<file path="src/design/i4_pkg.sv">
/*
 * Shared types and constants for the 4x4 intra mode decision:
 * pixel, block, mode, SSE and score types, mode indices,
 * sequencer state bits and the fixed mode cost table
 */

package i4_pkg;

    typedef logic [7:0]        pixel_t;
    // Pixel 0 is top-left, raster order, pixel k at bits [8k+7:8k]
    typedef pixel_t [15:0]     block_t;
    typedef logic [1:0]        mode_t;
    typedef logic [20:0]       sse_t;
    typedef logic [39:0]       score_t;
    typedef logic [15:0]       lambda_t;

    localparam int NUM_MODES   = 4;
    localparam int NUM_SUB     = 16;
    localparam int HEADER_COST = 211;
    localparam int SSE_ROWS    = 4;

    localparam mode_t MODE_DC  = 2'd0;
    localparam mode_t MODE_TM  = 2'd1;
    localparam mode_t MODE_VE  = 2'd2;
    localparam mode_t MODE_HE  = 2'd3;

    // Fixed header cost of each mode, indexed by mode_t
    localparam logic [10:0] MODE_COST [NUM_MODES] = '{11'd40, 11'd1151, 11'd1723, 11'd1874};

    // --------------------------------------------------
    // Sequencer one-hot state bits
    // --------------------------------------------------
    localparam int ST_IDLE     = 0;
    localparam int ST_INIT     = 1;
    localparam int ST_LOAD     = 2;
    localparam int ST_START    = 3;
    localparam int ST_WAIT     = 4;
    localparam int ST_STORE    = 5;
    localparam int ST_UPDATE   = 6;
    localparam int ST_DONE     = 7;
    localparam int NUM_ST      = 8;

endpackage

</file>
<file path="src/design/cand_if.sv">
/*
 * Candidate bundle of one sub-block: source block, the four
 * predictions, their SSE results and the meter strobes
 */

`timescale 1ns/1ns

interface cand_if;
    import i4_pkg::*;

    logic   start;
    block_t src;
    block_t pred [NUM_MODES];
    sse_t   sse [NUM_MODES];
    logic   done;

    // src and pred held stable from start until done
    modport ctrl (output start, output src, input pred, input done);

    modport predictor (output pred);

    modport meter (input start, input src, input pred, output sse, output done);

    // sse valid from done until the next start
    modport selector (input sse);

endinterface

</file>
<file path="src/design/i4_predict.sv">
/*
 * DC, TM, VE and HE 4x4 predictors, combinational,
 * built from the top row, left column and top-left pixel
 */

`timescale 1ns/1ns

module i4_predict (
    input  i4_pkg::pixel_t [3:0] top_i,
    input  i4_pkg::pixel_t [3:0] left_i,
    input  i4_pkg::pixel_t       top_left_i,
    cand_if.predictor            cand
);
    import i4_pkg::*;

    block_t      dc_blk;
    block_t      tm_blk;
    block_t      ve_blk;
    block_t      he_blk;
    logic [10:0] dc_sum;
    pixel_t      dc_val;

    // Rounded mean of the eight neighbors
    always_comb begin
        dc_sum = 11'd4;
        for (int k = 0; k < 4; k++) begin
            dc_sum = dc_sum + 11'(top_i[k]) + 11'(left_i[k]);
        end
    end

    assign dc_val = dc_sum[10:3];

    always_comb begin
        logic signed [9:0] tm;
        for (int y = 0; y < 4; y++) begin
            for (int x = 0; x < 4; x++) begin
                tm = $signed({2'b00, top_i[x]}) + $signed({2'b00, left_i[y]})
                   - $signed({2'b00, top_left_i});
                // Clip to pixel range
                if (tm < 0) begin
                    tm_blk[4*y+x] = 8'h00;
                end else if (tm > 10'sd255) begin
                    tm_blk[4*y+x] = 8'hff;
                end else begin
                    tm_blk[4*y+x] = tm[7:0];
                end
                dc_blk[4*y+x] = dc_val;
                ve_blk[4*y+x] = top_i[x];
                he_blk[4*y+x] = left_i[y];
            end
        end
    end

    assign cand.pred[MODE_DC] = dc_blk;
    assign cand.pred[MODE_TM] = tm_blk;
    assign cand.pred[MODE_VE] = ve_blk;
    assign cand.pred[MODE_HE] = he_blk;

endmodule

</file>
<file path="src/flat_wrapper.sv">
// flat-port wrapper written by rule: the top's interface ports become plain ports
module i4_predict_flat import i4_pkg::*;
  (top_i, left_i, top_left_i, cand_pred);
  cand_if cand_i ();
  input  i4_pkg::pixel_t [3:0] top_i;
  input  i4_pkg::pixel_t [3:0] left_i;
  input  i4_pkg::pixel_t top_left_i;
  output wire logic [$bits(cand_i.pred)-1:0] cand_pred;
  assign cand_pred = {>>{cand_i.pred}};
  i4_predict u_core (.top_i(top_i), .left_i(left_i), .top_left_i(top_left_i), .cand(cand_i));
endmodule
</file>
<file path="config.mk">
export PLATFORM = sky130hd
export DESIGN_NAME = i4_predict_flat
export DESIGN_NICKNAME = d
export VERILOG_FILES = /design/src/design/i4_pkg.sv /design/src/design/cand_if.sv /design/src/design/i4_predict.sv /design/src/flat_wrapper.sv
export SDC_FILE = /design/constraint.sdc
export NUM_CORES = 1
export LEC_CHECK = 0
export BUFFER_PORTS_ARGS = -buffer_cell sky130_fd_sc_hd__buf_2
export CAP_MARGIN = 15
export CORE_AREA = 2 2 226 228
export DETAILED_ROUTE_END_ITERATION = 10
export DIE_AREA = 0 0 228 230
export GPL_TIMING_DRIVEN = 1
export PLACE_DENSITY = 0.65
export SYNTH_ARGS = -nofsm -noshare
export SYNTH_HDL_FRONTEND = slang
export SYNTH_SLANG_ARGS = --single-unit
</file>
<file path="constraint.sdc">
create_clock -name vclk -period 7.9
set_input_delay 1.58 -clock vclk [all_inputs]
set_output_delay 1.58 -clock vclk [all_outputs]
set_load 0.005 [all_outputs]
</file>
==> metrics.cfg <==
[power_and_ir_drop]
combPwrFrac_pct=100.0
ir_drop_mv=0.577
cellLeakagePower_nw=8.65
internal-power_mw=2.62
pwr-share-seq_pct=0
p_sw_share_pct=54.6
total_power_mw=5.78
p_clk_share_pct=0
p_sw_mw=3.15
power_density_mw_per_mm2=365

[die]
core-area_mm2=0.0499
rows=82
die_h_um=230
design.portCount=584
die_w_um=228
start_util_pct=29.5
dieArea_mm2=0.0524

[cells_and_area]
layout_commonest_cell=buf_2
syn_to_final_growth_pct=7.73
layout-drive-gt1-share_pct=29.8
regArea_um2=0
mostFrequentLayoutCells=584 x buf_2, 366 x inv_1, 176 x a21oi_1, 174 x fa_1, 145 x ha_1
fin_nets=2521
fillers=5489
clockBufferCount=0
layout.cells.non_filler=2801
seq_cell_count=0

[detailed_routing]
first_pass_iters=5
first_iter_violations=799
drc=0
vias_per_cell=4.62
avgRoutedWirePerCell_um=19.3
ant_nets=0
drt-total-wl_mm=53.9
num_vias=12900

[placed_design]
dp_cells=2800
gp_congestion=0.919
dp_hpwl_mm=46.5
portBuffers=584

[logic_synthesis]
synth-seq-area-share_pct=0
synth_top_family_by_area=adder cells
synth-compound-area-share_pct=19.5
syn_area_per_cell_um2=7.75
synth_fa_ha_area_share_pct=36.0
syn_area_mm2=0.0147
ys_warn_count=0
yosys.area_share.simple_pct=9.55
syn_nets=2289
synth_cells=1898
synth_mux_area_share_pct=0.732
synthXorXnorAreaFrac_pct=5.48
synth.distinct_cells=66

[cts]
cts_hold_buf=0
postCtsSetupRepairBufs=0

[critical_path]
required_ps=6320
end_kind=primary output
start_kind=input pin
cp.arrival_ps=5990
cp_max_fo=16
worstSetupPathType=in -> out

[timing]
setup_viol=0
tightestPinTransition_ps=915
grt_setup_unrepaired=no
hold_viol=0
relSlewSlack_pct=39.0
timing.final.crit_share_pct=95.9
period_minus_slack_ps=7570
setup_tns_ps=0
fmax_mhz=132
finalMaxSlewViolations=0

[grt]
grt-ovfl-total=0
track_usage_pct=19.4
antenna_found_initial=4
grt_pass1_wl_mm=75.7
grt_pass1_vias=11800
grt_max_degree=17

[flow_run]
drv_cap=0

[outcome]
status=completed

[worst_hold_path]
hold_class=in -> out

-- final timing paths --
path	cells past startpoint	to	slack (ps)	startpoint
worst max-delay path	17	cand_pred[439]	330	top_i[3]
worst min-delay path	2	cand_pred[65]	3370	left_i[17]
-- cells in the mapped netlist (3+ instances only) --
cell type / n / share of area [%]
a2111oi_0: 3 / 0.18
or2_2: 3 / 0.13
buf_4: 376 / 19
o21ai_0: 65 / 2.2
or3b_1: 3 / 0.18
a22oi_1: 13 / 0.66
xnor2_1: 47 / 2.8
a221o_1: 6 / 0.41
a21oi_1: 176 / 6.0
nand3_1: 16 / 0.54
nand2_1: 33 / 0.84
o21bai_1: 13 / 0.66
nor2_1: 91 / 2.3
ha_1: 145 / 12
o21ai_1: 4 / 0.14
nor3_1: 45 / 1.5
a211o_1: 10 / 0.60
inv_1: 366 / 9.3
nor2b_1: 33 / 1.4
a211oi_1: 30 / 1.5
or3_1: 5 / 0.21
fa_1: 174 / 24
o2bb2ai_1: 12 / 0.71
xor2_1: 45 / 2.7
a2bb2oi_1: 4 / 0.24
mux2_2: 6 / 0.46
a21o_1: 45 / 2.3
mux2i_1: 4 / 0.27
o221ai_1: 4 / 0.24
o211ai_1: 4 / 0.20
o31ai_1: 4 / 0.20
a31oi_1: 8 / 0.34
nand2b_1: 34 / 1.4
o31a_1: 3 / 0.18
o21a_1: 16 / 0.82
a21boi_0: 3 / 0.15
nor3b_1: 4 / 0.20
o22ai_1: 6 / 0.26
clkbuf_1: 5 / 0.13
-- metal layers --
metal / GRT usage (%) / vias to the layer above / share of wire, %
met1: 27.4 / 6168 / 46
met4: 1.96 / 6 / 1.1
met3: 1.62 / 35 / 5.6
met5: 0 / - / 0.080
met2: 33.2 / 434 / 47
li1: - / 6298 / -
-- worst max-delay path, stage by stage --
cell     delay [ps]
buf_2           190
ha_1            220
xor2_1          180
fa_1            460
fa_1            510
fa_1            540
inv_1            50
fa_1            520
inv_1            50
ha_1            340
nor2b_1         150
o21ai_0         200
a21oi_1         130
o41ai_1         320
xnor2_1         170
buf_4           220
buf_2           140
-- cells by family after synthesis --
family,after synthesis
compound gates,448
xor+xnor,92
fa+ha+maj,319
buf+inv,749
mux,10
simple gates,280
-- final cells by class --
cell class	count	area, um^2	area share, %
well taps	672	841	5.31
diodes	1	2.50	0.0158
inverters	366	1370	8.67
repair buffers	613	3140	19.8
multi-input cells	1149	10500	66.2
-- power groups by stage --
stage                     clock network, mW  logic [mW]  registers, mW
after floorplan                           0        5.40              0
after global placement                    0        5.77              0
after detailed placement                  0        5.81              0
after CTS                                 0        5.84              0
after global routing                      0        6.38              0
final                          0.0000000170        5.78              0
-- through the flow --
stage | util (%) | cell area (um^2) | worst slack, ps | hold slack (ps)
global placement | 31.8 | 15800 | 359 | 3370
finish | 31.8 | 15800 | 325 | 3370
floorplan | - | 14700 | 379 | 3240
CTS | 31.8 | 15800 | 329 | 3370
global route | 31.8 | 15800 | 36.7 | 3390
detailed placement | 31.8 | 15800 | 344 | 3370
-- timing repair --
item                       4_1_cts  5_1_grt
resized for setup                0        1
hold endpoints to repair         0        0
setup endpoints to repair        0       17
Note: power is estimated with default switching activity, not from simulation.
