[config.mk]
export PLATFORM = sky130hd
export DESIGN_NAME = i4_sse_flat
export DESIGN_NICKNAME = d
export VERILOG_FILES = /design/src/design/i4_pkg.sv /design/src/design/cand_if.sv /design/src/design/i4_sse.sv /design/src/flat_wrapper.sv
export SDC_FILE = /design/constraint.sdc
export NUM_CORES = 2
export LEC_CHECK = 0
export BUFFER_PORTS_ARGS = -buffer_cell sky130_fd_sc_hd__buf_2
export CORE_ASPECT_RATIO = 0.6
export CORE_MARGIN = 2
export CORE_UTILIZATION = 30
export DETAILED_ROUTE_END_ITERATION = 7
export SYNTH_ARGS = -nofsm -noshare
export SYNTH_HDL_FRONTEND = slang
export SYNTH_SLANG_ARGS = --single-unit
[constraint.sdc]
create_clock -name clk -period 12.95 [get_ports clk]
set_input_delay 2.59 -clock clk [delete_from_list [all_inputs] [get_ports clk]]
set_output_delay 2.59 -clock clk [all_outputs]
set_load 0.01 [all_outputs]
[src/design/i4_pkg.sv]
/*
 * Shared types and constants for the 4x4 intra mode decision:
 * pixel, block, mode, SSE and score types, mode indices,
 * sequencer state bits and the fixed mode cost table
 */

package i4_pkg;

    typedef logic [7:0]        pixel_t;
    // Pixel 0 is top-left, raster order, pixel k at bits [8k+7:8k]
    typedef pixel_t [15:0]     block_t;
    typedef logic [1:0]        mode_t;
    typedef logic [20:0]       sse_t;
    typedef logic [39:0]       score_t;
    typedef logic [15:0]       lambda_t;

    localparam int NUM_MODES   = 4;
    localparam int NUM_SUB     = 16;
    localparam int HEADER_COST = 211;
    localparam int SSE_ROWS    = 4;

    localparam mode_t MODE_DC  = 2'd0;
    localparam mode_t MODE_TM  = 2'd1;
    localparam mode_t MODE_VE  = 2'd2;
    localparam mode_t MODE_HE  = 2'd3;

    // Fixed header cost of each mode, indexed by mode_t
    localparam logic [10:0] MODE_COST [NUM_MODES] = '{11'd40, 11'd1151, 11'd1723, 11'd1874};

    // --------------------------------------------------
    // Sequencer one-hot state bits
    // --------------------------------------------------
    localparam int ST_IDLE     = 0;
    localparam int ST_INIT     = 1;
    localparam int ST_LOAD     = 2;
    localparam int ST_START    = 3;
    localparam int ST_WAIT     = 4;
    localparam int ST_STORE    = 5;
    localparam int ST_UPDATE   = 6;
    localparam int ST_DONE     = 7;
    localparam int NUM_ST      = 8;

endpackage

[src/design/cand_if.sv]
/*
 * Candidate bundle of one sub-block: source block, the four
 * predictions, their SSE results and the meter strobes
 */

`timescale 1ns/1ns

interface cand_if;
    import i4_pkg::*;

    logic   start;
    block_t src;
    block_t pred [NUM_MODES];
    sse_t   sse [NUM_MODES];
    logic   done;

    // src and pred held stable from start until done
    modport ctrl (output start, output src, input pred, input done);

    modport predictor (output pred);

    modport meter (input start, input src, input pred, output sse, output done);

    // sse valid from done until the next start
    modport selector (input sse);

endinterface

[src/design/i4_sse.sv]
/*
 * Row-serial SSE meter, one block row per cycle for all
 * four candidates, done pulse after the last row
 */

`timescale 1ns/1ns

module i4_sse (
    input  logic   clk,
    input  logic   rst_n,
    cand_if.meter  cand
);
    import i4_pkg::*;

    logic        busy_q;
    logic        done_q;
    logic [1:0]  row_q;
    logic [1:0]  row_sel;
    logic [17:0] row_sse [NUM_MODES];
    sse_t        acc_q [NUM_MODES];

    // Row 0 is taken in the start cycle itself
    assign row_sel = cand.start ? 2'd0 : row_q;

    always_comb begin
        logic signed [8:0]  diff;
        logic signed [17:0] sq;
        for (int m = 0; m < NUM_MODES; m++) begin
            row_sse[m] = '0;
            for (int x = 0; x < 4; x++) begin
                diff = $signed({1'b0, cand.src[4*row_sel+x]})
                     - $signed({1'b0, cand.pred[m][4*row_sel+x]});
                sq = diff * diff;
                row_sse[m] = row_sse[m] + $unsigned(sq);
            end
        end
    end

    always_ff @(posedge clk or negedge rst_n) begin
        if (!rst_n) begin
            busy_q <= 1'b0;
            done_q <= 1'b0;
            row_q  <= '0;
        end else begin
            done_q <= 1'b0;
            if (cand.start) begin
                busy_q <= 1'b1;
                row_q  <= 2'd1;
            end else if (busy_q) begin
                row_q <= row_q + 2'd1;
                if (row_q == 2'(SSE_ROWS - 1)) begin
                    busy_q <= 1'b0;
                    done_q <= 1'b1;
                end
            end
        end
    end

    // Start restarts the sums from the first row
    always_ff @(posedge clk) begin
        if (cand.start || busy_q) begin
            for (int m = 0; m < NUM_MODES; m++) begin
                acc_q[m] <= (cand.start ? sse_t'(0) : acc_q[m]) + sse_t'(row_sse[m]);
            end
        end
    end

    assign cand.sse  = acc_q;
    assign cand.done = done_q;

    a_done_after_start: assert property (@(posedge clk) disable iff (!rst_n)
        cand.done |-> $past(cand.start, SSE_ROWS))
        else $error("SSE done without a start %0d cycles earlier", SSE_ROWS);

endmodule

[src/flat_wrapper.sv]
// flat-port wrapper written by rule: the top's interface ports become plain ports
module i4_sse_flat import i4_pkg::*;
  (clk, rst_n, cand_start, cand_src, cand_pred, cand_sse, cand_done);
  cand_if cand_i ();
  input  logic clk;
  input  logic rst_n;
  input wire logic [$bits(cand_i.start)-1:0] cand_start;
  input wire logic [$bits(cand_i.src)-1:0] cand_src;
  input wire logic [$bits(cand_i.pred)-1:0] cand_pred;
  output wire logic [$bits(cand_i.sse)-1:0] cand_sse;
  output wire logic [$bits(cand_i.done)-1:0] cand_done;
  assign cand_i.start = cand_start;
  assign cand_i.src = cand_src;
  assign cand_i.pred = {>>{cand_pred}};
  assign cand_sse = {>>{cand_i.sse}};
  assign cand_done = cand_i.done;
  i4_sse u_core (.clk(clk), .rst_n(rst_n), .cand(cand_i));
endmodule
==> results.ini <==
[timing]
rsz0062_at_grt = yes
tightest_slew_ns = 0.955
relSlewSlack = 0.362
fin_crit_ns = 12.76
maxSlewViolCount = 0
fin_skew_ns = 0.0119
finalCritPeriodShare = 0.985
setup_violations = 0
report.final.hold_viol_count = 0
fmax_mhz = 78.4

[routing]
vias = 53900
postRouteWirelength_um = 242000
wire_per_inst_um = 20.6
route.detailed.drc = 0
first_pass_iters = 7
drt_iter0_drc = 3615
antenna_left = 0
vias_per_cell = 4.59

[global_routing]
grt_pass1_vias = 55700
antenna_found_initial = 34
grt_pass1_wl_um = 354000
groute.usage.overall = 0.229
gr-total-overflow = 0
grt_max_degree = 70

[yosys]
synth_seq_cells = 88
synth_xor_area_frac = 0.0495
synthArstFlopShare = 0.0455
synth_top_family_by_area = adder cells
synthDistinctLibCells = 77
synthMuxAreaShare = 0.0256
yosysWarnings = 0
synth_cells = 7088
yosys.area_share.simple = 0.146
synth_compound_area_frac = 0.0706
yosys.area.top_type = fa_1
synth-edff-count = 84
yosys.area_share.adder = 0.543
yosys.area.top_type_share = 0.412
seq_area_frac_synth = 0.0428
synthTopCellsByArea = fa_1 41%, ha_1 13%, inv_1 11%, edfxtp_1 4.1%, nand2_1 4.1%
syn_area_um2 = 61300
synth_ff_type = edfxtp_1
avgSynthCellArea_um2 = 8.65

[worst_setup_path]
crit_path_top_delay_cell = fa_1
critPathBufInv = 10
reg2reg_setup_slack_ns = 1.19
path_depth = 45
critPathMaxFanout = 17
cp_common_cell = fa_1
cp.required_ns = 13.13
worst_r2r_endpoint = u_core.cand.sse[82]
crit_type = input pin to flip-flop
end_kind = flip-flop
cp-start-kind = input pin
startpoint = cand_start
cp-endpoint = u_core.cand.sse[82]
r2r_cells = 45
crit_arrival_ns = 12.94
critPathTopFamily = adder cells
critPathMaxStageDelay_ns = 0.57
r2r-start = u_core.row_q[0]

[placed_design]
portBuffers = 727
hpwl_um = 218000
gp_congestion = 0.997
placed_cells = 11600

[run_status]
status = finished clean

[floorplanning]
io_pins = 728
dieHeight_um = 354
core_area_um2 = 203000
rows = 128
start_util = 0.302
dieArea_um2 = 208000
die_x_um = 587

[cells_and_area]
layout.nets = 11500
drive_above_1_share = 0.295
syn_to_final_growth_pct = 32.1
fillers = 20500
final_cells = 11700

[worst_hold_path]
holdPathStages = 2
min_path_type = flip-flop to flip-flop

[clock_network]
clkSinkCount = 88
cts_root_buf = clkbuf_16
cts_buffers = 9
clk_pin_slew_worst_paths_ns = 0.08
insertion_delay_ns = 0.43
cts_buffer_depth = 2
tritoncts = built
h-tree-depth = 3

[job]
drv_cap = 0

[through the flow]
stage	util	worst slack [ns]	instance area, µm²	TNS, ns	hold WS [ns]
2_1_floorplan	-	0.0269	61300	0	0.532
3_3_place_gp	0.384	-0.820	77900	-14.39	0.554
3_5_place_dp	0.384	-0.994	77900	-20.83	0.570
4_1_cts	0.387	-0.00683	78600	-0.0134	0.598
5_1_grt	0.399	-0.128	80900	-0.639	0.656
6_report	0.399	0.193	80900	0	0.602
[synthesized netlist by cell type (56+ instances only)]
cell / n
ha_1: 641
nand2b_1: 74
nor2b_1: 178
inv_1: 1755
or3_1: 73
o21ai_0: 214
mux2_2: 100
clkbuf_1: 179
or2_2: 56
and2_1: 63
nor2_1: 487
edfxtp_1: 84
xnor2_1: 275
a21oi_1: 130
nand2_1: 663
nand3_1: 154
nor3_1: 123
fa_1: 1260
xor2_1: 64
[tightest hold or removal path, cell delays in order, from the launching register on]
cell and delay, ns:
dfrtp_1 0.43, xnor2_1 0.09, nand2_1 0.06
[cell type report]
class	instances	area, µm²	share of cell area
multi-input combinational	5001	52900	0.653
timing repair buffer	2094	14900	0.185
inverter	1793	6770	0.0836
tap	2730	3420	0.0422
sequential	88	2630	0.0325
clock buffer	13	250	0.00309
clock inverter	3	65.1	0.000804
antenna	5	12.5	0.000155
[logic make-up (layout without fill, tap and decap cells)]
| group | after synthesis | in the layout |
|---|---|---|
| muxes | 144 | 144 |
| DFF | 88 | 88 |
| AOI/OAI and AO/OA | 677 | 677 |
| and+or+nand+nor | 1932 | 1932 |
| buffers and inverters | 2002 | 3903 |
| other | 1 | 9 |
| xor gates and xnor gates | 343 | 343 |
| adders and majority gates | 1901 | 1901 |
[how the worst min path moves through the flow]
stage	start	to	slack [ns]
3_5_place_dp	u_core.busy_q	u_core.row_q[0]	0.57
6_report	u_core.busy_q	u_core.row_q[0]	0.60
4_1_cts	u_core.busy_q	u_core.row_q[0]	0.60
2_1_floorplan	u_core.busy_q	u_core.row_q[0]	0.53
3_3_place_gp	u_core.busy_q	u_core.row_q[0]	0.55
5_1_grt	u_core.busy_q	u_core.row_q[0]	0.66
[cell usage in the layout, fill, tap and decap left out, types with 28 or more instances in the layout]
| cell type | instances |
|---|---|
| a21o_1 | 47 |
| xor2_1 | 60 |
| a21oi_1 | 103 |
| o21ai_0 | 136 |
| buf_4 | 1277 |
| nor3_1 | 107 |
| a21boi_1 | 28 |
| inv_1 | 1730 |
| buf_12 | 55 |
| a31oi_2 | 28 |
| a211oi_1 | 44 |
| or2_2 | 54 |
| nand2b_1 | 70 |
| and2_1 | 52 |
| xnor2_1 | 263 |
| nor2b_1 | 165 |
| nand2_1 | 644 |
| mux2i_1 | 42 |
| buf_2 | 726 |
| edfxtp_1 | 84 |
| o21ai_1 | 57 |
| inv_2 | 38 |
| or3_1 | 63 |
| fa_2 | 39 |
| nand3_1 | 150 |
| fa_1 | 1221 |
| mux2_2 | 99 |
| ha_1 | 615 |
| nor2_1 | 464 |
[layer usage]
layer  part of all wire  global-route usage
met5            0.00026                   0
met4              0.024              0.0464
met3              0.088              0.0583
met2               0.42               0.339
met1               0.46               0.333
[state kept, by name, summed over array words and instances, names as in the netlist]
name and count:
u_core.row_q 2, u_core.cand.sse 84, u_core.busy_q 1, u_core.cand.done 1
[timing repair]
action                                 in CTS  in global routing
cloned                                      0                  7
setup buffers                               9                 76
gates resized for setup                    93                455
pin swaps                                  17                218
setup endpoints to repair                  27                 32
endpoints found under the hold margin       0                  0
hold buffers                                0                  0
Power is not shown: default switching activity piles up to over one toggle a cycle in this logic, so the estimate is an artifact.
