--- src/design/i4_pkg.sv ---
/*
 * Shared types and constants for the 4x4 intra mode decision:
 * pixel, block, mode, SSE and score types, mode indices,
 * sequencer state bits and the fixed mode cost table
 */

package i4_pkg;

    typedef logic [7:0]        pixel_t;
    // Pixel 0 is top-left, raster order, pixel k at bits [8k+7:8k]
    typedef pixel_t [15:0]     block_t;
    typedef logic [1:0]        mode_t;
    typedef logic [20:0]       sse_t;
    typedef logic [39:0]       score_t;
    typedef logic [15:0]       lambda_t;

    localparam int NUM_MODES   = 4;
    localparam int NUM_SUB     = 16;
    localparam int HEADER_COST = 211;
    localparam int SSE_ROWS    = 4;

    localparam mode_t MODE_DC  = 2'd0;
    localparam mode_t MODE_TM  = 2'd1;
    localparam mode_t MODE_VE  = 2'd2;
    localparam mode_t MODE_HE  = 2'd3;

    // Fixed header cost of each mode, indexed by mode_t
    localparam logic [10:0] MODE_COST [NUM_MODES] = '{11'd40, 11'd1151, 11'd1723, 11'd1874};

    // --------------------------------------------------
    // Sequencer one-hot state bits
    // --------------------------------------------------
    localparam int ST_IDLE     = 0;
    localparam int ST_INIT     = 1;
    localparam int ST_LOAD     = 2;
    localparam int ST_START    = 3;
    localparam int ST_WAIT     = 4;
    localparam int ST_STORE    = 5;
    localparam int ST_UPDATE   = 6;
    localparam int ST_DONE     = 7;
    localparam int NUM_ST      = 8;

endpackage

--- src/design/cand_if.sv ---
/*
 * Candidate bundle of one sub-block: source block, the four
 * predictions, their SSE results and the meter strobes
 */

`timescale 1ns/1ns

interface cand_if;
    import i4_pkg::*;

    logic   start;
    block_t src;
    block_t pred [NUM_MODES];
    sse_t   sse [NUM_MODES];
    logic   done;

    // src and pred held stable from start until done
    modport ctrl (output start, output src, input pred, input done);

    modport predictor (output pred);

    modport meter (input start, input src, input pred, output sse, output done);

    // sse valid from done until the next start
    modport selector (input sse);

endinterface

--- src/design/i4_mode_select.sv ---
/*
 * Rate-distortion score per mode and choice of the lowest,
 * ties resolved towards the lower mode index
 */

`timescale 1ns/1ns

module i4_mode_select (
    cand_if.selector         cand,
    input  i4_pkg::lambda_t  lambda_i,
    output i4_pkg::mode_t    best_mode_o,
    output i4_pkg::score_t   best_score_o
);
    import i4_pkg::*;

    score_t score [NUM_MODES];

    // 256 x SSE plus lambda times the fixed mode cost
    always_comb begin
        for (int m = 0; m < NUM_MODES; m++) begin
            score[m] = (score_t'(cand.sse[m]) << 8)
                     + score_t'(lambda_i) * score_t'(MODE_COST[m]);
        end
    end

    always_comb begin
        best_mode_o  = MODE_DC;
        best_score_o = score[0];
        for (int m = 1; m < NUM_MODES; m++) begin
            // Strict compare keeps the lower index on a tie
            if (score[m] < best_score_o) begin
                best_mode_o  = mode_t'(m);
                best_score_o = score[m];
            end
        end
    end

endmodule

--- src/flat_wrapper.sv ---
// flat-port wrapper written by rule: the top's interface ports become plain ports
module i4_mode_select_flat import i4_pkg::*;
  (lambda_i, best_mode_o, best_score_o, cand_sse);
  cand_if cand_i ();
  input  i4_pkg::lambda_t lambda_i;
  output i4_pkg::mode_t best_mode_o;
  output i4_pkg::score_t best_score_o;
  input wire logic [$bits(cand_i.sse)-1:0] cand_sse;
  assign cand_i.sse = {>>{cand_sse}};
  i4_mode_select u_core (.cand(cand_i), .lambda_i(lambda_i), .best_mode_o(best_mode_o), .best_score_o(best_score_o));
endmodule
--- config.mk ---
export PLATFORM = sky130hd
export DESIGN_NAME = i4_mode_select_flat
export DESIGN_NICKNAME = d
export VERILOG_FILES = /design/src/design/i4_pkg.sv /design/src/design/cand_if.sv /design/src/design/i4_mode_select.sv /design/src/flat_wrapper.sv
export SDC_FILE = /design/constraint.sdc
export NUM_CORES = 1
export LEC_CHECK = 0
export ABC_AREA = 1
export BUFFER_PORTS_ARGS = -buffer_cell sky130_fd_sc_hd__buf_4
export CELL_PAD_IN_SITES_DETAIL_PLACEMENT = 1
export CELL_PAD_IN_SITES_GLOBAL_PLACEMENT = 1
export CORE_AREA = 2 2 186 188
export DETAILED_ROUTE_END_ITERATION = 16
export DIE_AREA = 0 0 188 190
export PLACE_DENSITY_LB_ADDON = 0.1
export SETUP_SLACK_MARGIN = 0.2
export SYNTH_ARGS = -nofsm -noshare
export SYNTH_HDL_FRONTEND = slang
export SYNTH_SLANG_ARGS = --single-unit
--- constraint.sdc ---
create_clock -name vclk -period 13.8
set_input_delay 1.38 -clock vclk [all_inputs]
set_output_delay 1.38 -clock vclk [all_outputs]
set_load 0.05 [all_outputs]
==> metrics.cfg, run 1 <==
[global_route]
grt_max_degree=32
first_global_vias=15204
antenna_found_initial=0
grt_overflow=0
grt_usage=0.296
grt_first_pass_wirelength_mm=82.1

[detailed_routing]
vias_per_cell=5.25
ant_nets=0
drc_errors=0
wl_mm=53.4
routedWlPerCell_microns=19.8
drt-pass1-iter-count=5
vias=14174
drt_iter0_drc=536

[job]
timing.max_cap.violations=0

[layout]
seq_cell_count=0
fillers=4225
instances_no_fill=2701
area_growth_pct=15.8
antenna_cells=0
layout-drive-gt1-share=0.138
nClkBuffers=0
regArea_sq_um=0
num-nets-final=2917

[critical_path]
cp_slowest_stage_delay_ns=0.58
path_max_fanout=12
cp_num_buf_inv=18
critPathCaptureType=primary output
crit_arrival_ns=11.77
required_ns=12.42
startpoint_type=input pin
crit_family=adder cells
criticalPathCategory=input pin to primary output
cp_slowest_cell=fa_1

[min_path]
holdCritStartpoint=lambda_i[2]
min_path_cells=4
hp-class=input pin to primary output
min_to=best_score_o[3]

[timing]
tightest_slew_ns=0.696
slew_headroom=0.531
hold_viol_final=0
fin_ws_ns=0.645
finalMaxSlewViolations=0
fmax_mhz=76.0
fin_crit_sh=0.953
fin_crit_ns=13.15
setup_violations=0
rsz0062_at_grt=false

[die]
die_w_microns=188
die_h_microns=190
start_util=0.471
fp.coreArea_sq_um=33900
die-area_sq_um=35700
ios=142
rows=68

[logic_synthesis]
ys_types=51
synth_cells=2064
synth-warning-count=0
avgSynthCellArea_sq_um=7.75
mappedNetlistArea_sq_um=16000
ys_seq_area_frac=0

[placed_design]
gp_congestion=0.937
placed_cells=2680
portBuffers=132
hpwl_mm=47.3
dp_slack_ns=-0.385

[run_status]
status=completed

## layout make-up
cell class         instances  area (sq um)  share of cell area
inverters                516          1950               0.105
multi-input cells       1528         14300               0.772
repair buffers           202          1710              0.0924
well taps                455           569              0.0307
## how the worst max path moves through the flow
stage	from	to	slack, ns	cells after the start
floorplan	lambda_i[4]	best_score_o[10]	1.83	54
global placement	lambda_i[5]	best_score_o[29]	-0.21	54
detailed placement	lambda_i[4]	best_score_o[29]	-0.39	54
CTS	lambda_i[5]	best_score_o[12]	0.25	59
global route	lambda_i[8]	best_score_o[3]	0.1	58
finish	lambda_i[5]	best_score_o[22]	0.65	56
## Yosys cell counts, types with 2 or more instances
cell type	instances	share of area
nand2_1	341	0.080
nor3_1	16	0.0050
a21oi_2	6	0.0033
o21bai_2	2	0.0014
nand2_2	5	0.0020
o21ai_1	18	0.0056
buf_6	3	0.0021
nand4_1	14	0.0055
fa_1	220	0.28
a31oi_1	5	0.0020
a21boi_0	2	0.00094
a21boi_2	3	0.0021
inv_1	516	0.12
o22ai_1	2	0.00078
a21o_1	13	0.0061
o21ai_0	65	0.020
nor4_1	5	0.0020
xnor2_1	37	0.020
buf_2	7	0.0022
xor2_1	89	0.049
o221ai_1	4	0.0022
o21bai_1	11	0.0052
ha_1	349	0.27
a211oi_1	8	0.0038
o211ai_1	7	0.0033
clkbuf_1	7	0.0016
o21a_1	10	0.0047
nor2_1	53	0.012
buf_4	13	0.0061
o21ai_2	11	0.0060
a21oi_1	143	0.045
nand3_1	60	0.019
## stage by stage
step / util / cell area [sq um] / TNS, ns / hold WS [ns]
CTS: 0.528 / 17900 / 0 / 3.25
floorplan: - / 16000 / 0 / 3.00
finish: 0.545 / 18500 / 0 / 3.24
global route: 0.545 / 18500 / 0 / 3.28
detailed placement: 0.524 / 17800 / -11.25 / 3.25
global placement: 0.524 / 17800 / -5.93 / 3.25
## layer usage
layer	share of wire	up-vias	GRT usage	wire length, microns
li1	-	6873	-	-
met1	0.43	6964	0.382	23100
met2	0.49	265	0.531	26300
met3	0.037	72	0.0199	1970
met4	0.038	0	0.0899	2050
met5	0	-	0	0
## cell families after synthesis
logic type,after synthesis,share of synthesized area
adders and majority gates,569,0.548
buffers and inverters,546,0.133
and+or+nand+nor,502,0.130
AOI/OAI and AO/OA,318,0.118
xor gates and xnor gates,127,0.0700
muxes,1,0.000626
other,1,0.000234
## layout by cell type (no fill, tap or decap), types with 3 or more instances in the layout
cell,count
inv_1,510
ha_1,341
nand2_1,334
fa_1,212
buf_4,171
a21oi_1,131
xor2_1,87
nand3_1,58
nor2_1,52
o21ai_0,50
xnor2_1,37
o21ai_1,23
o21ai_2,20
buf_6,19
a21oi_2,17
nand4_1,14
a21o_1,13
nand2_2,12
o21bai_1,11
nor3_1,11
o21a_1,10
conb_1,10
fa_2,8
o211ai_1,7
a211oi_1,6
a21boi_2,5
a31oi_1,5
buf_8,5
ha_2,4
ha_4,4
buf_12,4
nor3_2,3
inv_2,3
o221ai_2,3
xor2_2,3
## timing repair
action	4_1_cts	5_1_grt
setup endpoints to repair	32	32
gates cloned	0	4
pin swaps	0	30
hold buffers	0	0
resized for setup	23	120
setup buffers	5	12
hold endpoints to repair	0	0
Power of run 1 is not shown: default switching activity piles up to over one toggle a cycle in this logic, so the estimate is an artifact.
==> run 2, diff against run 1 <==
==> constraint.sdc (replaced) <==
create_clock -name vclk -period 13.8
set_input_delay 4.14 -clock vclk [all_inputs]
set_output_delay 4.14 -clock vclk [all_outputs]
set_load 0.05 [all_outputs]
==> metrics.cfg, run 2 <==
[cts]
post_cts_buffers=56  ; +51
cts_hold_buf=0  ; unchanged
ctsResizeCount=297  ; +1200%

[logic_synthesis]
synth.top_cells.by_count=inv_1 (516), ha_1 (349), nand2_1 (341), fa_1 (220), a21oi_1 (143)
yosysTopAreaCell=fa_1
synth_cells=2064  ; unchanged
synth_top_area_frac=0.275  ; unchanged
ys_seq_area_frac=0  ; unchanged
yosysMostFrequentCell=inv_1
mappedNetlistArea_sq_um=16000  ; unchanged
synth.area.top_cells=fa_1 (28%), ha_1 (27%), inv_1 (12%)
avgSynthCellArea_sq_um=7.75  ; unchanged
synth-warning-count=0  ; unchanged
ys_types=51  ; unchanged

[die]
die_w_microns=188  ; unchanged
die_h_microns=190  ; unchanged
rows=68  ; unchanged
ios=142  ; unchanged
start_util=0.471  ; unchanged

[placed_design]
gp_congestion=0.952  ; +1.6%
hpwl_mm=69.0  ; +46%
dp_slack_ns=-5.06  ; -4.68 ns
portBuffers=132  ; unchanged

[run_status]
lastStage=4_1_cts
status=aborted with a tool error
tool.error=[ERROR DPL-0033] detailed placement checks failed during check placement.

## run 2: logic make-up after synthesis
family / synth area share
AO/OA/AOI/OAI: 0.118
XOR/XNOR: 0.0700
adder cells (fa/ha/maj): 0.548
buffers and inverters: 0.133
multiplexers: 0.000626
other: 0.000234
AND/OR/NAND/NOR: 0.130
## run 2: metrics by stage
stage | instances | TNS, ns | instance area (sq um) | hold slack (ns)
3_5_place_dp | 3235 | -158.45 | 22500 | 8.89
3_3_place_gp | 3235 | -134.01 | 22500 | 8.88
2_1_floorplan | 2073 | -98.85 | 16600 | 8.45
==> run 3, diff against run 2 <==
Settings changed: CELL_PAD_IN_SITES_DETAIL_PLACEMENT 1 to unset, CELL_PAD_IN_SITES_GLOBAL_PLACEMENT 1 to unset, CORE_AREA 2 2 186 188 to 2 2 203 205, DIE_AREA 0 0 188 190 to 0 0 205 207, PLACE_DENSITY_LB_ADDON 0.1 to 0.15, SETUP_SLACK_MARGIN 0.2 to unset.
==> metrics.cfg, run 3 (synthesis gave the netlist of run 1 again) <==
[layout]
nClkBuffers=0
antenna_cells=0
regArea_sq_um=0
instances_no_fill=3399
num-nets-final=3538
seq_cell_count=0
final_util=0.620
area_growth_pct=56.4
layout-drive-gt1-share=0.396
most-common-layout-cells=buf_4 (754), inv_1 (494), ha_1 (313)
layout_commonest_cell=buf_4

[global_route]
grt_overflow=0
grt_max_degree=20
first_global_vias=17661
antenna_found_initial=0
grt_first_pass_wirelength_mm=91.0
grt_usage=0.276

[critical_path]
startpoint_type=input pin
cp_slowest_stage_delay_ns=0.55
required_ns=9.66
path_max_fanout=8
critPathCaptureType=primary output
crit_arrival_ns=13.49
cp_slowest_cell=fa_1
criticalPathCategory=input pin to primary output

[timing]
hold_viol_final=0
rsz0062_at_grt=true
slew_headroom=0.665
fin_crit_sh=1.28
fin_crit_ns=17.63
finalMaxSlewViolations=0
fmax_mhz=56.7
fin_ws_ns=-3.83
tns_ns=-120.87
tightest_slew_ns=0.500
setup_violations=32

[die]
die_h_microns=207  ; +8.9%
ios=142  ; unchanged
die_w_microns=205  ; +9.0%
rows=74  ; +8.8%
die-area_sq_um=42400
fp.coreArea_sq_um=40400
start_util=0.396  ; -0.0750

[job]
timing.max_cap.violations=0

[detailed_routing]
vias=16264
wl_mm=58.7
drt-pass1-iter-count=5
routedWlPerCell_microns=17.3
drc_errors=0
vias_per_cell=4.78
drt_iter0_drc=663
ant_nets=0

[placed_design]
gp_congestion=0.978  ; +2.8%
hpwl_mm=51.8  ; -25%
placed_cells=3329  ; +2.9%
portBuffers=132  ; unchanged

[run_status]
status=finished with violations
violations=negative setup slack

[min_path]
hp-class=input pin to primary output

==> run 3: critical path: cells and delay by family <==
kind                       cells  cell delay [ns]
adders and majority gates      9             3.51
AOI/OAI and AO/OA             15             2.49
and+or+nand+nor               14             1.40
xor gates and xnor gates       1             0.20
buffers and inverters         16             1.74
==> run 3: path summary, 6_finish.rpt <==
kind / startpoint / endpoint / slack [ns] / cells past startpoint
setup / recovery: lambda_i[8] / best_mode_o[0] / -3.83 / 55
hold / removal: cand_sse[20] / best_score_o[28] / 8.86 / 6
==> run 3: per-layer routing <==
layer	routed length, microns	track usage	share of wire	vias to the layer above
met5	0	0	0	-
met4	2140	0.0836	0.036	0
met3	2570	0.0381	0.044	103
met2	29400	0.502	0.50	334
met1	24600	0.334	0.42	7711
li1	-	-	-	8116
==> run 3: timing repair <==
action,4_1_cts,5_1_grt
hold endpoints to repair,0,0
setup buffers,42,25
cloned,4,2
hold buffers,0,0
pin swaps,61,65
endpoints found under the setup margin,32,32
resized for setup,227,152
==> run 3: stage by stage <==
stage	hold WS [ns]	area [sq um]	worst slack, ns
finish	8.86	25000	-3.83
detailed placement	8.90	22700	-4.40
floorplan	8.45	16600	-3.11
global placement	8.88	22700	-4.22
global route	8.89	25000	-4.26
CTS	8.90	24100	-3.65
==> run 3: area by class of cell <==
type | instances | area (sq um)
Fill cell | 3626 | 15300
Inverter | 516 | 1950
Multi-Input combinational cell | 1527 | 15700
Tap cell | 532 | 666
Timing Repair Buffer | 824 | 6700
Power of run 3 is left out for the same reason.
