## src/design/i4_pkg.sv

```systemverilog
/*
 * Shared types and constants for the 4x4 intra mode decision:
 * pixel, block, mode, SSE and score types, mode indices,
 * sequencer state bits and the fixed mode cost table
 */

package i4_pkg;

    typedef logic [7:0]        pixel_t;
    // Pixel 0 is top-left, raster order, pixel k at bits [8k+7:8k]
    typedef pixel_t [15:0]     block_t;
    typedef logic [1:0]        mode_t;
    typedef logic [20:0]       sse_t;
    typedef logic [39:0]       score_t;
    typedef logic [15:0]       lambda_t;

    localparam int NUM_MODES   = 4;
    localparam int NUM_SUB     = 16;
    localparam int HEADER_COST = 211;
    localparam int SSE_ROWS    = 4;

    localparam mode_t MODE_DC  = 2'd0;
    localparam mode_t MODE_TM  = 2'd1;
    localparam mode_t MODE_VE  = 2'd2;
    localparam mode_t MODE_HE  = 2'd3;

    // Fixed header cost of each mode, indexed by mode_t
    localparam logic [10:0] MODE_COST [NUM_MODES] = '{11'd40, 11'd1151, 11'd1723, 11'd1874};

    // --------------------------------------------------
    // Sequencer one-hot state bits
    // --------------------------------------------------
    localparam int ST_IDLE     = 0;
    localparam int ST_INIT     = 1;
    localparam int ST_LOAD     = 2;
    localparam int ST_START    = 3;
    localparam int ST_WAIT     = 4;
    localparam int ST_STORE    = 5;
    localparam int ST_UPDATE   = 6;
    localparam int ST_DONE     = 7;
    localparam int NUM_ST      = 8;

endpackage

```

## src/design/i4_neighbors.sv

```systemverilog
/*
 * Neighbor context store: top line of the macroblock, left
 * column and corner pixel, loaded from the borders and
 * rotated with each chosen sub-block
 */

`timescale 1ns/1ns

module i4_neighbors (
    input  logic                  clk,
    input  logic                  rst_n,
    input  logic                  init_i,
    input  i4_pkg::pixel_t [15:0] top_border_i,
    input  i4_pkg::pixel_t [15:0] left_border_i,
    input  i4_pkg::pixel_t        corner_i,
    input  logic                  update_i,
    input  logic [3:0]            sub_idx_i,
    input  i4_pkg::block_t        recon_i,
    output i4_pkg::pixel_t [3:0]  top_o,
    output i4_pkg::pixel_t [3:0]  left_o,
    output i4_pkg::pixel_t        top_left_o
);
    import i4_pkg::*;

    pixel_t [15:0] top_line_q;
    pixel_t [3:0]  left_col_q;
    pixel_t        corner_q;
    logic [4:0]    cur_q;
    logic [1:0]    upd_col;
    logic [1:0]    upd_row;
    logic [1:0]    nxt_row;

    assign upd_col = sub_idx_i[1:0];
    assign upd_row = sub_idx_i[3:2];
    assign nxt_row = upd_row + 2'd1;

    // Index of the sub-block whose context is presented
    always_ff @(posedge clk or negedge rst_n) begin
        if (!rst_n) begin
            cur_q <= '0;
        end else if (init_i) begin
            cur_q <= '0;
        end else if (update_i) begin
            cur_q <= {1'b0, sub_idx_i} + 5'd1;
        end
    end

    always_ff @(posedge clk) begin
        if (init_i) begin
            top_line_q <= top_border_i;
            left_col_q <= left_border_i[3:0];
            corner_q   <= corner_i;
        end else if (update_i) begin
            for (int k = 0; k < 4; k++) begin
                top_line_q[4*upd_col+k] <= recon_i[12+k];
            end
            if (upd_col == 2'd3) begin
                // Row change, next block sits on the left border
                for (int k = 0; k < 4; k++) begin
                    left_col_q[k] <= left_border_i[4*nxt_row+k];
                end
                corner_q <= left_border_i[4*upd_row+3];
            end else begin
                for (int k = 0; k < 4; k++) begin
                    left_col_q[k] <= recon_i[4*k+3];
                end
                // Old bottom-right of the block above
                corner_q <= top_line_q[4*upd_col+3];
            end
        end
    end

    always_comb begin
        for (int k = 0; k < 4; k++) begin
            top_o[k] = top_line_q[4*cur_q[1:0]+k];
        end
    end

    assign left_o     = left_col_q;
    assign top_left_o = corner_q;

    a_update_in_order: assert property (@(posedge clk) disable iff (!rst_n)
        update_i |-> (cur_q < NUM_SUB) && (sub_idx_i == cur_q[3:0]))
        else $error("update for sub-block %0d out of sequence", sub_idx_i);

endmodule

```

## config.mk

```make
export PLATFORM = sky130hd
export DESIGN_NAME = i4_neighbors
export DESIGN_NICKNAME = d
export VERILOG_FILES = /design/src/design/i4_pkg.sv /design/src/design/i4_neighbors.sv
export SDC_FILE = /design/constraint.sdc
export NUM_CORES = 1
export LEC_CHECK = 0
export ABC_AREA = 1
export BUFFER_PORTS_ARGS = -buffer_cell sky130_fd_sc_hd__buf_4
export CAP_MARGIN = 20
export CORE_AREA = 2 2 181 183
export CTS_CLUSTER_SIZE = 8
export DETAILED_ROUTE_END_ITERATION = 10
export DIE_AREA = 0 0 183 185
export GPL_TIMING_DRIVEN = 0
export HOLD_SLACK_MARGIN = 0.02
export MAX_ROUTING_LAYER = met4
export SYNTH_ARGS = -nofsm -noshare
export SYNTH_HDL_FRONTEND = slang
export SYNTH_SLANG_ARGS = --single-unit
```

## constraint.sdc

```tcl
create_clock -name clk -period 3.9 [get_ports clk]
set_clock_uncertainty 0.2 [all_clocks]
set_input_delay 0.585 -clock clk [delete_from_list [all_inputs] [get_ports clk]]
set_output_delay 0.585 -clock clk [all_outputs]
set_load 0.02 [all_outputs]
```

==> flow_metrics.tcl, run 1 <==
set metrics [dict create \
    final_area_mm2 0.0144 \
    num-nets-final 2167 \
    num_vias 11424 \
    multi_input_area_mm2 0.00431 \
    maxCapViolCount 0 \
    relSlewSlack 0.399 \
    rsz0062_at_grt "false" \
    ys_warn_count 0 \
    r2r-start "cur_q[0]$_DFFE_PN0P_" \
    synthFlopType "edfxtp_1" \
    p_seq_frac 0.416 \
    antenna_found_initial 6 \
    n_fill_cell 3239 \
    p_leak_uw 0.00669 \
    critPathCaptureType "output port" \
    place_congestion 0.912 \
    synth_top_family_by_area "simple AND/OR/NAND/NOR gates" \
    p_sw_frac 0.333 \
    fmax_ghz 0.280 \
    initial_core_util 0.313 \
    p_per_area_mw_per_mm2 388 \
    cts_tree "done" \
    synth-compound-area-share 0.122 \
    async_flop_share 0.0118 \
    crit_arrival_ns 2.78 \
    post_cts_buffers 0 \
    cts_resized 0 \
    synth_cell_types 17 \
    synth.most_common_cell "nand2_1" \
    cts.clk_slew.worst_paths_ns 0.10 \
    critPathKind "reg -> out" \
    dpl_cell_area_mm2 0.0137 \
    syn-num-nets 1744 \
    worst_pin_slew_ns 0.898 \
    place_ws_ns 0.338 \
    seqCellArea_mm2 0.00509 \
    area_growth_pct 43.0 \
    min_from "top_border_i[33]" \
    p_int_uw 3710 \
    crit_start "cur_q[0]$_DFFE_PN0P_" \
    drtIter0Drc 1158 \
    synth_top_cell_area_share 0.502 \
    grt_pass1_wl_mm 64.9 \
    cts_hold_buf 1 \
    synth_simple_gate_area_frac 0.298 \
    io_pins 472 \
    drv_slew 0 \
    tns_ns 0 \
    min_period_ns 3.57 \
    startpoint_type "register" \
    synth_seq_cells 170 \
    h-tree-depth 4 \
    clkSinkCount 170 \
    pwr-share-comb 0.241 \
    overflow 0 \
    cpPeakStageDelay_ns 0.60 \
    routed_wl_mm 46.4 \
    drt-wirelength-per-cell_um 21.2 \
    yosys-top-cells-area "edfxtp_1, nand2_1, o21ai_0" \
    die_h_um 185 \
    drc 0 \
    yosysSeqAreaShare 0.507 \
    power_frac_clock 0.343 \
    synth-xor-area-share 0 \
    grt_usage 0.270 \
    clk_latency_ns 0.45 \
    netSwitchingPower_uw 1860 \
    synth_area_leader_cell "edfxtp_1" \
    portBuffers 398 \
    synthMuxAreaShare 0 \
    viasPerCell 5.22 \
    num_rows 66 \
    finalHoldViolations 0 \
    synth_fa_ha_area_frac 0.00623 \
    fp.dieW_um 183 \
    hold_path.class "in -> reg" \
    grt_max_degree 29 \
    netlist_instances 1339 \
    cpMostUsedCell "buf_2" \
    ant_nets 0 \
    cp_max_fo 10 \
    core_mm2 0.0320 \
    dr.pass1.iters 6 \
    ctsLongestPathBuffers 2 \
    crit_chain "buf_2 > inv_1 > buf_2 > clkbuf_1 > o21ai_0 > o22ai_1 > buf_4" \
    fin_crit_sh 0.915 \
    drive_gt1_frac 0.266 \
    yosys-top-cells-count "nand2_1, o21ai_0, edfxtp_1" \
    syn_area_mm2 0.0100 \
    r2r_setup_slack_ns 2.05 \
    worst_slack_ns 0.331 \
    cts_inserted_buffers 17 \
    dieArea_mm2 0.0339 \
    worst_path_max_delay_cell "clkbuf_1" \
    hpwl_mm 34.8 \
    root_buffer "clkbuf_16" \
    grt_pass1_vias 10535 \
    status "complete, no violations" \
    setup_viol 0 \
    avgSynthCellArea_um2 7.50 \
    required_ns 3.12 \
    ir_worst_vdd_uv 310 \
    synth_enable_flop_cells 168 \
]
[placed cells by master, fill, tap and decap left out]
master,instances
o22ai_1,32
buf_1,8
a21oi_4,2
buf_4,399
clkbuf_16,17
inv_12,7
buf_12,4
inv_16,1
buf_2,29
buf_16,1
inv_8,4
nand2_1,528
nand3_1,112
diode_2,6
inv_2,3
edfxtp_1,168
nor2_2,1
inv_1,72
dlygate4sd3_1,1
ha_1,5
o21ai_0,195
clkinv_8,3
clkinv_1,2
nor2_4,1
nor2_1,117
clkbuf_1,53
dfrtp_1,2
nand2_2,1
a21oi_1,7
[flip-flops by register name, summed over array words and instances, names as in the netlist]
signal / cells
left_o: 32
top_left_o: 8
top_line_q: 128
cur_q: 2
[power by group through the flow]
| stage | registers (µW) | clock network (µW) | logic [µW] |
|---|---|---|---|
| after floorplan | 2410 | 0 | 531 |
| after detailed placement | 2350 | 0 | 1320 |
| after global placement | 2360 | 0 | 1290 |
| after global routing | 2330 | 1980 | 1430 |
| after CTS | 2310 | 1900 | 1330 |
| final | 2320 | 1910 | 1340 |
[critical path, delay by kind of cell, from the launching register on]
kind	cells	cell delay, ns
AOI/OAI and AO/OA	2	0.55
DFF	1	0.39
buffers and inverters	5	1.41
[metrics by stage]
step / util / power, µW / hold slack, ns / std cells
3_3_place_gp: 0.423 / 3650 / 0.168 / 2145
6_report: 0.448 / 5570 / 0.198 / 2189
4_1_cts: 0.448 / 5540 / 0.197 / 2183
3_5_place_dp: 0.427 / 3680 / 0.168 / 2150
2_1_floorplan: - / 2940 / 0.0894 / 1339
5_1_grt: 0.448 / 5740 / 0.207 / 2189
[logic make-up (layout without fill, tap and decap cells)]
| family | after synthesis | count (layout) |
|---|---|---|
| compound gates | 236 | 236 |
| flops | 170 | 170 |
| fa+ha+maj | 5 | 5 |
| buf+inv | 168 | 604 |
| simple gates | 760 | 760 |
| other cells | 0 | 6 |
[final timing paths]
check | endpoint | depth (start not counted)
setup / recovery | top_o[29] | 7
hold / removal | top_line_q[33]$_DFFE_PP_ | 3
setup reg to reg | cur_q[0]$_DFFE_PN0P_ | 5
hold reg to reg | top_left_o[0]$_DFFE_PP_ | 4
max in group asynchronous | cur_q[0]$_DFFE_PN0P_ | 2
min in group asynchronous | cur_q[1]$_DFFE_PN0P_ | 2
[cell type report]
cell class / count / area share
Tap cell: 408 / 0.0355
Timing Repair Buffer: 404 / 0.216
Clock buffer: 17 / 0.0296
Multi-Input combinational cell: 1001 / 0.300
Antenna cell: 6 / 0.00105
Inverter: 77 / 0.0201
Sequential cell: 170 / 0.355
Clock inverter: 15 / 0.0159
Buffer: 91 / 0.0266
[metal layers]
layer,vias to the layer above,global-route usage,share of wire
met3,93,0.0560,0.098
met5,-,-,0
met2,661,0.417,0.47
met1,5384,0.349,0.40
met4,0,0.104,0.032
li1,5286,-,-
Note: power is estimated with default switching activity, not from simulation.
==> inputs of run 2 (changes only) <==
--- a/config.mk
+++ b/config.mk
@@ -8,12 +8,13 @@
 export ABC_AREA = 1
 export BUFFER_PORTS_ARGS = -buffer_cell sky130_fd_sc_hd__buf_4
 export CAP_MARGIN = 20
-export CORE_AREA = 2 2 181 183
+export CORE_AREA = 2 2 186 188
+export CTS_CLUSTER_DIAMETER = 100
 export CTS_CLUSTER_SIZE = 8
 export DETAILED_ROUTE_END_ITERATION = 10
-export DIE_AREA = 0 0 183 185
+export DIE_AREA = 0 0 188 190
 export GPL_TIMING_DRIVEN = 0
-export HOLD_SLACK_MARGIN = 0.02
+export HOLD_SLACK_MARGIN = 0.03
 export MAX_ROUTING_LAYER = met4
 export SYNTH_ARGS = -nofsm -noshare
 export SYNTH_HDL_FRONTEND = slang
==> constraint.sdc (replaced) <==
create_clock -name clk -period 3 [get_ports clk]
set_clock_uncertainty 0.2 [all_clocks]
set_input_delay 0.45 -clock clk [delete_from_list [all_inputs] [get_ports clk]]
set_output_delay 0.45 -clock clk [all_outputs]
set_load 0.02 [all_outputs]
==> run 2 against run 1 <==
Against the previous run:
- utilization is 2.3 points lower
- critical path type is now in -> reg
- power grew 29%
- routed wire length fell by 0.44%
- highest routed layer unchanged
==> flow_metrics.tcl, run 2 (synthesis gave the netlist of run 1 again) <==
set metrics [dict create \
    status "complete, no violations" \
    area_growth_pct 43.8 \
    grt_max_degree 32 \
    die_h_um 190 \
    critPathKind "in -> reg" \
    drv_slew 0 \
    finalHoldViolations 0 \
    regMostFlops "top_line_q" \
    drc 0 \
    ir_worst_vdd_uv 367 \
    dr.pass1.iters 6 \
    ant_nets 0 \
    dp.cells 2197 \
    num_rows 68 \
    grt_pass1_wl_mm 66.8 \
    initial_core_util 0.296 \
    rsz0062_at_grt "false" \
    startpoint_type "input port" \
    grt_pass1_vias 10817 \
    place_congestion 0.913 \
    fp.dieW_um 188 \
    ctsLongestPathBuffers 2 \
    fmax_ghz 0.334 \
    core_mm2 0.0339 \
    required_ns 2.99 \
    root_buffer "clkbuf_16" \
    relSlewSlack 0.464 \
    fin_crit_sh 0.997 \
    routed_wl_mm 46.2 \
    overflow 0 \
    critPathCaptureType "register" \
    maxCapViolCount 0 \
    cpPeakStageDelay_ns 0.60 \
    worst_pin_slew_ns 0.804 \
    cts_inserted_buffers 17 \
    drt-wirelength-per-cell_um 20.7 \
    worst_path_max_delay_cell "clkbuf_1" \
    hpwl_mm 35.4 \
    num-nets-final 2166 \
    antenna_found_initial 5 \
    largest_register_ffs 128 \
    seqCellArea_mm2 0.00509 \
    crit_arrival_ns 2.98 \
    hold_path.class "in -> reg" \
    viasPerCell 5.07 \
    dieArea_mm2 0.0357 \
    p_per_area_mw_per_mm2 496 \
    setup_viol 0 \
    crit_chain "buf_4 > buf_2 > clkinv_1 > ha_1 > inv_1 > clkbuf_1 > a21oi_4 > buf_16" \
    cts.clk_slew.worst_paths_ns 0.09 \
    drive_gt1_frac 0.270 \
    clkSinkCount 170 \
    post_cts_buffers 0 \
    io_pins 472 \
    min_period_ns 2.99 \
    place_ws_ns -0.360 \
    cp_max_fo 19 \
    portBuffers 398 \
    p_leak_uw 0.00672 \
    dpl_cell_area_mm2 0.0138 \
    grt_usage 0.258 \
    worst_slack_ns 0.0102 \
    clk_latency_ns 0.44 \
    n_fill_cell 3476 \
    cts_tree "done" \
    multi_input_area_mm2 0.00431 \
    drtIter0Drc 1045 \
    h-tree-depth 4 \
    final_cell_mix "nand2_1, buf_4, o21ai_0, edfxtp_1, nor2_1" \
    final_area_mm2 0.0144 \
    finalNonFillerCells 2236 \
    num_vias 11338 \
    layout.cells.most_common "nand2_1" \
]
[run 2: repair_timing]
action	CTS	global route
endpoints found under the setup margin	19	17
resized for setup	2	12
hold buffers	1	0
hold endpoints to repair	2	0
[run 2: stage by stage]
stage                     setup TNS, ns  utilization  hold slack (ns)  total power (µW)
after detailed placement         -17.68        0.405           0.0350              4790
after global placement          -134.33        0.401           0.0332              4750
after CTS                             0        0.425           0.0623              7140
after floorplan                       0            -          -0.0456              3820
final                                 0        0.425           0.0686              7160
after global routing                  0        0.425           0.0751              7400
[run 2: worst max-delay path, delay by kind of cell]
| kind | cells | cell delay (ns) |
|---|---|---|
| AOI/OAI and AO/OA | 1 | 0.33 |
| adders and majority gates | 1 | 0.31 |
| buffers and inverters | 6 | 1.88 |
[run 2: final timing paths]
path | from | depth (start not counted) | endpoint | slack [ns]
worst max register to register | cur_q[1]$_DFFE_PN0P_ | 3 | cur_q[1]$_DFFE_PN0P_ | 1.25
worst max-delay path | sub_idx_i[1] | 8 | top_line_q[57]$_DFFE_PP_ | 0.01
min in group asynchronous | rst_n | 2 | cur_q[1]$_DFFE_PN0P_ | 0.18
worst min register to register | top_line_q[88]$_DFFE_PP_ | 4 | top_left_o[0]$_DFFE_PP_ | 0.50
worst min-delay path | top_border_i[8] | 3 | top_line_q[8]$_DFFE_PP_ | 0.07
max in group asynchronous | rst_n | 2 | cur_q[0]$_DFFE_PN0P_ | 2.34
[run 2: layout make-up]
cell class              count  share of cell area
diodes                      7             0.00121
plain buffers              90              0.0270
clock buffers              17              0.0295
clock inverters            15              0.0151
inverters                  77              0.0200
multi-input cells        1001               0.299
flip-flops and latches    170               0.353
well taps                 455              0.0394
repair buffers            404               0.217
[run 2: report_power, final]
| group | leakage, µW | switching [µW] | internal (µW) |
|---|---|---|---|
| registers | 0.00167 | 87.9 | 2930 |
| clock network | 0.000310 | 1230 | 1180 |
| logic | 0.00473 | 1030 | 709 |
| total | 0.00672 | 2350 | 4810 |
[run 2: metal layers]
layer	GRT usage	part of all wire
met3	0.0548	0.095
met1	0.318	0.39
met2	0.423	0.49
met4	0.0842	0.027
met5	-	0
